[src/hdl/cpuPkg.sv]
// Micro CPU instruction set
`default_nettype none

package cpuPkg;

   // the register file has four byte-wide registers
   localparam int RegCount = 4;
   localparam int RegIndexWidth = 2;

   // ************************************************************************
   // opcodes, held in the upper nibble of every instruction byte
   // ************************************************************************

   typedef enum logic [3:0] {
      NOP, LDI, ADD, SUB, AND, XOR, MOV, ADDI,
      LD, ST, JMP, JZ, OUT, HALT
   } opcodeT;

   // register form, used by all opcodes except ADDI
   typedef struct packed {
      opcodeT opcode;
      logic [RegIndexWidth-1:0] dst;
      logic [RegIndexWidth-1:0] src;
   } regFormT;

   // short form carries a 4-bit immediate, ADDI only
   typedef struct packed {
      opcodeT opcode;
      logic [3:0] immediate;
   } shortFormT;

   // one instruction byte seen through either form
   typedef union packed {
      regFormT regForm;
      shortFormT shortForm;
   } instructionT;

   // fetch and dispatch sequencer states
   localparam logic [2:0] StateIdle = 3'd0;
   localparam logic [2:0] StateFetch = 3'd1;
   localparam logic [2:0] StateFetchOperand = 3'd2;
   localparam logic [2:0] StateDispatch = 3'd3;
   localparam logic [2:0] StateMemAccess = 3'd4;
   localparam logic [2:0] StateHalt = 3'd5;

endpackage

`default_nettype wire

[src/hdl/memPkg.sv]
// Program memory parameters
`default_nettype none

package memPkg;

   // byte-wide memory with an 8-bit address
   localparam int AddressWidth = 8;
   localparam int DataWidth = 8;
   localparam int MemoryDepth = 256;

   // a write keeps busy high this many cycles, a read keeps it one cycle
   localparam int WriteBusyCycles = 3;

   // the busy counter must hold the longest access
   localparam int BusyCountWidth = $clog2(WriteBusyCycles + 1);

endpackage

`default_nettype wire

[src/hdl/executeUnit.sv]
// Register file and ALU
`timescale 1ns/1ps
`default_nettype none

module executeUnit (
   input  logic clock,
   input  logic resetN,
   input  logic dispatch,
   input  cpuPkg::opcodeT op,
   input  logic [cpuPkg::RegIndexWidth-1:0] dst,
   input  logic [cpuPkg::RegIndexWidth-1:0] src,
   input  logic [memPkg::DataWidth-1:0] immediate,
   input  logic writeBack,
   input  logic [cpuPkg::RegIndexWidth-1:0] writeIndex,
   input  logic [memPkg::DataWidth-1:0] writeValue,
   output logic resultValid,
   output logic [memPkg::DataWidth-1:0] resultData,
   output logic [cpuPkg::RegIndexWidth-1:0] resultDst,
   output logic writeEnable,
   output logic opIsOut,
   output logic [memPkg::AddressWidth-1:0] memAddress,
   output logic [memPkg::DataWidth-1:0] storeData
);
   import cpuPkg::*;
   import memPkg::*;

   logic [DataWidth-1:0] registers [RegCount];
   logic [DataWidth-1:0] srcValue;
   logic [DataWidth-1:0] dstValue;
   logic [DataWidth-1:0] aluResult;
   logic [RegIndexWidth-1:0] aluTarget;
   logic aluWrite;

   // registers change only through the result stage
   always_ff @(posedge clock) begin
      if (writeBack) registers[writeIndex] <= writeValue;
   end

   assign srcValue = registers[src];
   assign dstValue = registers[dst];

   // ************************************************************************
   // ALU
   // ************************************************************************

   always_comb begin
      aluResult = srcValue;
      aluTarget = dst;
      aluWrite = 1'b1;
      case (op)
         LDI:  aluResult = immediate;
         ADD:  aluResult = dstValue + srcValue;
         SUB:  aluResult = dstValue - srcValue;
         AND:  aluResult = dstValue & srcValue;
         XOR:  aluResult = dstValue ^ srcValue;
         MOV:  aluResult = srcValue;
         ADDI: begin
            // short form has no register field, the target is always r0
            aluResult = registers[0] + immediate;
            aluTarget = '0;
         end
         // LD writes later from memory, OUT passes the source value on
         default: aluWrite = 1'b0;
      endcase
   end

   always_ff @(posedge clock or negedge resetN) begin
      if (!resetN) begin
         resultValid <= 1'b0;
         writeEnable <= 1'b0;
         opIsOut <= 1'b0;
      end else begin
         resultValid <= dispatch;
         writeEnable <= dispatch && aluWrite;
         opIsOut <= dispatch && (op == OUT);
      end
   end

   // results stay stable until the next dispatch, which a load relies on
   always_ff @(posedge clock) begin
      if (dispatch) begin
         resultData <= aluResult;
         resultDst <= aluTarget;
         memAddress <= srcValue;
         storeData <= dstValue;
      end
   end

endmodule

`default_nettype wire

[src/hdl/instructionDecode.sv]
// Fetch and decode sequencer
`timescale 1ns/1ps
`default_nettype none

module instructionDecode (
   input  logic clock,
   input  logic resetN,
   input  logic start,
   input  logic busy,
   input  logic [memPkg::DataWidth-1:0] readData,
   input  logic zeroFlag,
   input  logic resultValid,
   input  logic [memPkg::AddressWidth-1:0] memAddress,
   input  logic [memPkg::DataWidth-1:0] storeData,
   output logic vma,
   output logic readWrite,
   output logic [memPkg::AddressWidth-1:0] address,
   output logic [memPkg::DataWidth-1:0] writeData,
   output logic dispatch,
   output cpuPkg::opcodeT op,
   output logic [cpuPkg::RegIndexWidth-1:0] dst,
   output logic [cpuPkg::RegIndexWidth-1:0] src,
   output logic [memPkg::DataWidth-1:0] immediate,
   output logic loadDone,
   output logic halted
);
   import cpuPkg::*;
   import memPkg::*;

   logic [2:0] state;
   logic [AddressWidth-1:0] pc;
   logic pending;
   logic capture;
   logic hasOperand;
   logic [DataWidth-1:0] operand;
   instructionT instruction;
   instructionT fetched;

   // pending marks an issued request whose busy phase has not ended
   assign fetched = readData;
   assign hasOperand = fetched.regForm.opcode inside {LDI, JMP, JZ};
   assign capture = pending && busy && (state inside {StateFetch, StateFetchOperand});

   // ************************************************************************
   // memory requests
   // ************************************************************************

   // data accesses start once the execute unit has the address ready
   assign vma = !pending && !busy
      && ((state inside {StateFetch, StateFetchOperand})
      || (state == StateMemAccess && resultValid));
   assign readWrite = (state != StateMemAccess) || (op == LD);
   assign address = (state == StateMemAccess) ? memAddress : pc;
   assign writeData = storeData;
   assign loadDone = (state == StateMemAccess) && pending && !busy && (op == LD);

   // instruction fields as seen by the execute unit
   assign dispatch = (state == StateDispatch);
   assign op = instruction.regForm.opcode;
   assign dst = instruction.regForm.dst;
   assign src = instruction.regForm.src;
   assign immediate = (op == ADDI) ? DataWidth'(instruction.shortForm.immediate) : operand;
   assign halted = (state == StateHalt);

   always_ff @(posedge clock or negedge resetN) begin
      if (!resetN) begin
         state <= StateIdle;
         pc <= '0;
         pending <= 1'b0;
      end else begin
         if (vma) begin
            pending <= 1'b1;
         end
         case (state)
            StateIdle: if (start) state <= StateFetch;
            StateFetch: begin
               if (capture) begin
                  pending <= 1'b0;
                  pc <= pc + 1'b1;
                  state <= hasOperand ? StateFetchOperand : StateDispatch;
               end
            end
            StateFetchOperand: begin
               if (capture) begin
                  pending <= 1'b0;
                  pc <= pc + 1'b1;
                  state <= StateDispatch;
               end
            end
            StateDispatch: begin
               // jumps are resolved here and never reach memory
               if (op inside {LD, ST}) begin
                  state <= StateMemAccess;
               end else if (op == HALT) begin
                  state <= StateHalt;
               end else begin
                  state <= StateFetch;
                  if (op == JMP || (op == JZ && zeroFlag)) pc <= operand;
               end
            end
            StateMemAccess: begin
               // a store holds here through the whole write busy time
               if (pending && !busy) begin
                  pending <= 1'b0;
                  state <= StateFetch;
               end
            end
            default: state <= StateHalt;
         endcase
      end
   end

   always_ff @(posedge clock) begin
      if (capture && state == StateFetch) instruction <= fetched;
      if (capture && state == StateFetchOperand) operand <= readData;
   end

   // every captured opcode is dispatched once before the next capture
   oneDispatchPerFetch: assert property (
      @(posedge clock) disable iff (!resetN)
      (capture && state == StateFetch) |=> !(capture && state == StateFetch) until dispatch);

   noDoubleDispatch: assert property (
      @(posedge clock) disable iff (!resetN)
      dispatch |=> !dispatch until (capture && state == StateFetch));

endmodule

`default_nettype wire

[src/hdl/microCpu.sv]
// Micro CPU top level
`timescale 1ns/1ps
`default_nettype none

module microCpu (
   input  logic clock,
   input  logic resetN,
   input  logic start,
   input  logic loadEnable,
   input  logic [memPkg::AddressWidth-1:0] loadAddress,
   input  logic [memPkg::DataWidth-1:0] loadData,
   output logic outValid,
   output logic [memPkg::DataWidth-1:0] outData,
   output logic halted
);
   import cpuPkg::*;
   import memPkg::*;

   // ************************************************************************
   // memory bus
   // ************************************************************************
   logic vma;
   logic readWrite;
   logic busy;
   logic [AddressWidth-1:0] address;
   logic [DataWidth-1:0] writeData;
   logic [DataWidth-1:0] readData;

   // dispatch from the sequencer to the execute unit
   logic dispatch;
   opcodeT op;
   logic [RegIndexWidth-1:0] dst;
   logic [RegIndexWidth-1:0] src;
   logic [DataWidth-1:0] immediate;

   // results, memory operands and write-back
   logic resultValid;
   logic [DataWidth-1:0] resultData;
   logic [RegIndexWidth-1:0] resultDst;
   logic writeEnable;
   logic opIsOut;
   logic [AddressWidth-1:0] memAddress;
   logic [DataWidth-1:0] storeData;
   logic loadDone;
   logic writeBack;
   logic [RegIndexWidth-1:0] writeIndex;
   logic [DataWidth-1:0] writeValue;
   logic zeroFlag;

   programMemory i_programMemory (
      .clock, .resetN, .vma, .readWrite, .address, .writeData,
      .loadEnable, .loadAddress, .loadData, .busy, .readData
   );

   instructionDecode i_instructionDecode (
      .clock, .resetN, .start, .busy, .readData, .zeroFlag, .resultValid,
      .memAddress, .storeData, .vma, .readWrite, .address, .writeData,
      .dispatch, .op, .dst, .src, .immediate, .loadDone, .halted
   );

   executeUnit i_executeUnit (
      .clock, .resetN, .dispatch, .op, .dst, .src, .immediate,
      .writeBack, .writeIndex, .writeValue, .resultValid, .resultData,
      .resultDst, .writeEnable, .opIsOut, .memAddress, .storeData
   );

   // the LD data path is the memory read bus
   resultWriteback i_resultWriteback (
      .clock, .resetN, .resultValid, .resultData, .resultDst, .writeEnable,
      .loadDone, .loadData(readData), .opIsOut, .writeBack, .writeIndex,
      .writeValue, .zeroFlag, .outValid, .outData
   );

endmodule

`default_nettype wire

[src/hdl/programMemory.sv]
// Program and data memory
`timescale 1ns/1ps
`default_nettype none

module programMemory (
   input  logic clock,
   input  logic resetN,
   input  logic vma,
   input  logic readWrite,
   input  logic [memPkg::AddressWidth-1:0] address,
   input  logic [memPkg::DataWidth-1:0] writeData,
   input  logic loadEnable,
   input  logic [memPkg::AddressWidth-1:0] loadAddress,
   input  logic [memPkg::DataWidth-1:0] loadData,
   output logic busy,
   output logic [memPkg::DataWidth-1:0] readData
);
   import memPkg::*;

   logic [DataWidth-1:0] memory [MemoryDepth];
   logic [BusyCountWidth-1:0] busyCount;

   // busy stays high while the counter runs down to zero
   assign busy = (busyCount != '0);

   // a request loads the counter on the cycle vma is sampled, so busy
   // rises one cycle after the request
   always_ff @(posedge clock or negedge resetN) begin
      if (!resetN) begin
         busyCount <= '0;
      end else if (vma) begin
         busyCount <= readWrite ? BusyCountWidth'(1) : BusyCountWidth'(WriteBusyCycles);
      end else if (busy) begin
         busyCount <= busyCount - 1'b1;
      end
   end

   // ************************************************************************
   // storage array
   // ************************************************************************

   // the load port fills the array before start, requests write it later
   always_ff @(posedge clock) begin
      if (loadEnable) begin
         memory[loadAddress] <= loadData;
      end else if (vma && !readWrite) begin
         memory[address] <= writeData;
      end
   end

   // read data is latched at the request and stays until the next read
   always_ff @(posedge clock) begin
      if (vma && readWrite) begin
         readData <= memory[address];
      end
   end

   // the sequencer must wait for a previous access to finish
   noRequestWhileBusy: assert property (
      @(posedge clock) disable iff (!resetN) vma |-> !busy);

   // the load port is only used while the CPU is idle
   noLoadDuringAccess: assert property (
      @(posedge clock) disable iff (!resetN) !(loadEnable && vma));

endmodule

`default_nettype wire

[src/hdl/resultWriteback.sv]
// Result write-back and output port
`timescale 1ns/1ps
`default_nettype none

module resultWriteback (
   input  logic clock,
   input  logic resetN,
   input  logic resultValid,
   input  logic [memPkg::DataWidth-1:0] resultData,
   input  logic [cpuPkg::RegIndexWidth-1:0] resultDst,
   input  logic writeEnable,
   input  logic loadDone,
   input  logic [memPkg::DataWidth-1:0] loadData,
   input  logic opIsOut,
   output logic writeBack,
   output logic [cpuPkg::RegIndexWidth-1:0] writeIndex,
   output logic [memPkg::DataWidth-1:0] writeValue,
   output logic zeroFlag,
   output logic outValid,
   output logic [memPkg::DataWidth-1:0] outData
);

   // load data reaches the register named by the LD that is still held
   // in resultDst, no other result can arrive while it is pending
   assign writeBack = (resultValid && writeEnable) || loadDone;
   assign writeIndex = resultDst;
   assign writeValue = loadDone ? loadData : resultData;

   // zero flag follows register results, loads leave it alone
   always_ff @(posedge clock or negedge resetN) begin
      if (!resetN) begin
         zeroFlag <= 1'b0;
         outValid <= 1'b0;
      end else begin
         if (resultValid && writeEnable) zeroFlag <= (resultData == '0);
         outValid <= resultValid && opIsOut;
      end
   end

   always_ff @(posedge clock) begin
      if (resultValid && opIsOut) outData <= resultData;
   end

   // a returning load and a register result never share the write port
   singleWriteSource: assert property (
      @(posedge clock) disable iff (!resetN) !(loadDone && resultValid && writeEnable));

endmodule

`default_nettype wire

[config.mk]
export PLATFORM = sky130hd
export DESIGN_NAME = microCpu
export DESIGN_NICKNAME = d
export VERILOG_FILES = /design/src/hdl/cpuPkg.sv /design/src/hdl/memPkg.sv /design/src/hdl/executeUnit.sv /design/src/hdl/instructionDecode.sv /design/src/hdl/microCpu.sv /design/src/hdl/programMemory.sv /design/src/hdl/resultWriteback.sv
export SDC_FILE = /design/constraint.sdc
export NUM_CORES = 2
export LEC_CHECK = 0
export BUFFER_PORTS_ARGS = -buffer_cell sky130_fd_sc_hd__buf_2
export CAP_MARGIN = 20
export CORE_MARGIN = 1
export CORE_UTILIZATION = 34
export CTS_CLUSTER_SIZE = 8
export DETAILED_ROUTE_END_ITERATION = 7
export PLACE_DENSITY = 0.46
export SYNTH_ARGS = -nofsm -noshare
export SYNTH_HDL_FRONTEND = slang
export SYNTH_HIERARCHICAL = 1
export SYNTH_SLANG_ARGS = --single-unit
[constraint.sdc]
create_clock -name clock -period 6.58 [get_ports clock]
set_clock_uncertainty 0.15 [all_clocks]
set_input_delay 0 -clock clock [delete_from_list [all_inputs] [get_ports clock]]
set_output_delay 0 -clock clock [all_outputs]
set_load 0.01 [all_outputs]
==> flow_metrics.py <==
metrics = {
    "status": {
        "outcome": "finished, violations left",
        "violations": "design-rule violations",
    },
    "route": {
        "dr_wl_met3_microns": 14900,
        "via_count": 43900,
        "avgRoutedWirePerCell_microns": 31.4,
        "first_iter_violations": 4491,
        "drcViolationCount": 12,
        "top_layer": "met5",
        "wl_met2_microns": 117000,
        "postRouteAntennaNets": 0,
        "drt_wl_total_microns": 250000,
        "routed_via_density": 5.50,
        "first_pass_iters": 8,
        "wl_met1_microns": 113000,
    },
    "worst_setup_path": {
        "cp_num_cells": 9,
        "path_cells": "nor2_1, and2_1, mux2_8, buf_4, mux4_1, a22oi_1, a21oi_1, nor4_1, nor4_2",
        "end_kind": "flip-flop",
        "slowest_stage": "nor4_1",
        "path_buf_inv": 1,
        "cp_max_fo": 56,
        "cp-start-kind": "flip-flop",
        "slowest_delay_ps": 860,
        "crit_required_ps": 7050,
        "path_class": "reg2reg",
        "critPathTopFamily": "simple AND/OR/NAND/NOR gates",
        "r2r.worst_path.cells": 9,
        "worstPathArrival_ps": 6250,
    },
    "synthesis": {
        "yosys.area.top_type_share_pct": 74.6,
        "ys_ff_latch": 2157,
        "synth-edff-count": 2138,
        "ys_seq_area_share_pct": 75.2,
        "synthArstFlopShare_pct": 0.881,
        "avgSynthCellArea_sq_um": 20.2,
        "ys_types": 94,
        "ys.flop_type": "edfxtp_1",
        "syn_nets": 4312,
        "synth_area_sq_um": 86000,
        "synthCells": 4265,
        "yosys-top-cells-area": "edfxtp_1, mux4_2, mux2i_1, a22oi_1, nor2_1",
        "yosys.area.top_type": "edfxtp_1",
        "yosysWarnings": 6,
    },
    "floorplan": {
        "rows": 184,
        "io_pins": 30,
        "coreArea_sq_um": 251000,
        "die_y_microns": 505,
        "dieArea_sq_um": 255000,
        "die_w_microns": 505,
        "initial_utilization_pct": 34.2,
    },
    "global_route": {
        "grt_use_total_pct": 19.5,
        "grt_overflow_total": 0,
        "grt_max_degree": 119,
        "grt_pass1_wl_microns": 352000,
        "antenna_found_initial": 16,
        "grt_pass1_vias": 44400,
    },
    "place": {
        "dp_slack_ps": 731,
        "port_buffers": 29,
        "dp.final_hpwl_microns": 155000,
        "routabilityCongestion": 0.815,
    },
    "power": {
        "power.density_nw_per_um2": 430,
        "vdd_drop_max_mv": 0.375,
        "p_leak_uw": 0.0315,
    },
    "final_layout": {
        "area_growth_pct": 15.4,
        "finalNetCount": 4633,
        "regArea_sq_um": 64700,
        "layout_commonest_cell": "edfxtp_1",
        "multi_input_area_sq_um": 19700,
        "nFillCells": 22500,
        "fin_util_pct": 39.5,
        "layout_common_cells": "edfxtp_1, mux4_2, clkbuf_16, nor2_1, mux2i_1",
        "layout-drive-gt1-share_pct": 23.1,
    },
    "sta": {
        "clock.fmax_ghz": 0.173,
        "finalCritPeriodShare_pct": 88.0,
        "maxSlewViolCount": 0,
        "setup_viol": 0,
        "tightestPinTransition_ps": 1150,
        "final_hold_viol_count": 0,
        "fin_crit_ps": 5790,
        "holdWs_ps": 78.4,
        "rsz0062_at_grt": "false",
        "tns_ps": 0,
        "setup_ws_ps": 790,
        "slew_headroom_pct": 22.4,
    },
    "cts": {
        "cts_buffers": 320,
        "cts_tree": "built",
        "cts_max_path_buffers": 4,
        "cts_root_buffer": "clkbuf_16",
        "clk-insertion-delay-late_ps": 920,
        "cts_hold_buf": 25,
        "post_cts_resized": 0,
        "cts_setup_buffers": 0,
        "clk_pin_slew_ps": 50,
        "htree_num_levels": 5,
        "clock-sinks": 2157,
    },
    "flow_run": {
        "max_cap_viol_count": 0,
    },
    "worst_hold_path": {
        "hold_path.class": "in2reg",
        "hold_depth": 7,
    },
}
==> per-layer routing <==
metal  vias to the layer above  GRT usage, %
li1                      18300             -
met1                     23700          28.1
met2                      1538          30.4
met3                       344          3.27
met4                         2          5.37
met5                         -             0
==> registers in the layout, summed over array words and instances, names as in the netlist <==
signal / count
i_executeUnit/memAddress: 8
i_instructionDecode/pending: 1
i_executeUnit/writeEnable: 1
i_programMemory/readData: 8
i_resultWriteback/outData: 8
i_instructionDecode/instruction: 8
i_executeUnit/registers: 32
i_executeUnit/resultValid: 1
i_resultWriteback/zeroFlag: 1
i_programMemory/busyCount: 2
i_resultWriteback/outValid: 1
i_executeUnit/opIsOut: 1
i_instructionDecode/operand: 8
i_executeUnit/resultDst: 2
i_instructionDecode/state: 3
i_instructionDecode/pc: 8
i_executeUnit/storeData: 8
i_programMemory/memory: 2048
i_executeUnit/resultData: 8
==> kinds of logic (layout without fill, tap and decap cells) <==
logic type	count (synthesis)	count (layout)	synth area share [%]
multiplexers	664	664	14.4
adder cells (fa/ha/maj)	27	27	0.410
AND/OR/NAND/NOR	629	629	3.47
flip-flops	2157	2157	75.2
AO/OA/AOI/OAI	489	489	4.00
buffers and inverters	275	626	2.25
other	0	2	0
XOR/XNOR	24	24	0.266
==> worst paths after layout <==
path | endpoint | startpoint | slack, ps
max | i_programMemory/readData[1] | i_instructionDecode/state[0] | 790
min | i_programMemory/memory[187][4] | loadAddress[7] | 80
max reg2reg | i_programMemory/readData[1] | i_instructionDecode/state[0] | 790
min reg2reg | i_resultWriteback/outData[1] | i_executeUnit/resultData[1] | 350
max in group asynchronous | i_instructionDecode/pc[4] | resetN | 5540
min in group asynchronous | i_resultWriteback/outValid | resetN | 150
==> power by group <==
part | leakage, uW | internal, uW | switching [uW]
logic | 0.00794 | 4980 | 7930
clock network | 0.00409 | 8720 | 5450
registers | 0.0195 | 15400 | 195
==> Yosys cell counts (26+ instances only) <==
cell / instances
o221ai_1: 38
nand2_1: 104
a22oi_1: 151
o21ai_0: 38
nor2_1: 301
mux2i_1: 193
buf_4: 35
edfxtp_1: 2138
mux4_2: 402
mux2_2: 26
buf_2: 70
o22ai_1: 30
nor3_1: 38
nand3_1: 35
a21oi_1: 110
clkbuf_1: 87
mux4_1: 42
==> area by class of cell <==
| cell class | instances | area share (%) |
|---|---|---|
| Sequential cell | 2157 | 65.2 |
| Multi-Input combinational cell | 1833 | 19.8 |
| Clock buffer | 348 | 8.36 |
| Tap cell | 3348 | 4.22 |
| Timing Repair Buffer | 260 | 2.34 |
| Inverter | 14 | 0.0530 |
| Clock inverter | 4 | 0.0378 |
| Antenna cell | 2 | 0.00504 |
==> tightest hold or removal path: stages <==
cell and delay, ps:
buf_2 170, nand2b_1 110, nor2_1 60, o21ai_0 150, buf_4 220, nor2_1 70
buf_4 180
==> stage by stage <==
stage,power [uW],cell area [sq um],cells
2_1_floorplan,24400,86000,4265
6_report,42700,99200,7966
3_3_place_gp,28800,90600,7583
4_1_cts,43100,99200,7963
5_1_grt,44200,99200,7966
3_5_place_dp,28800,90600,7586
(Power assumes the default switching activity.)
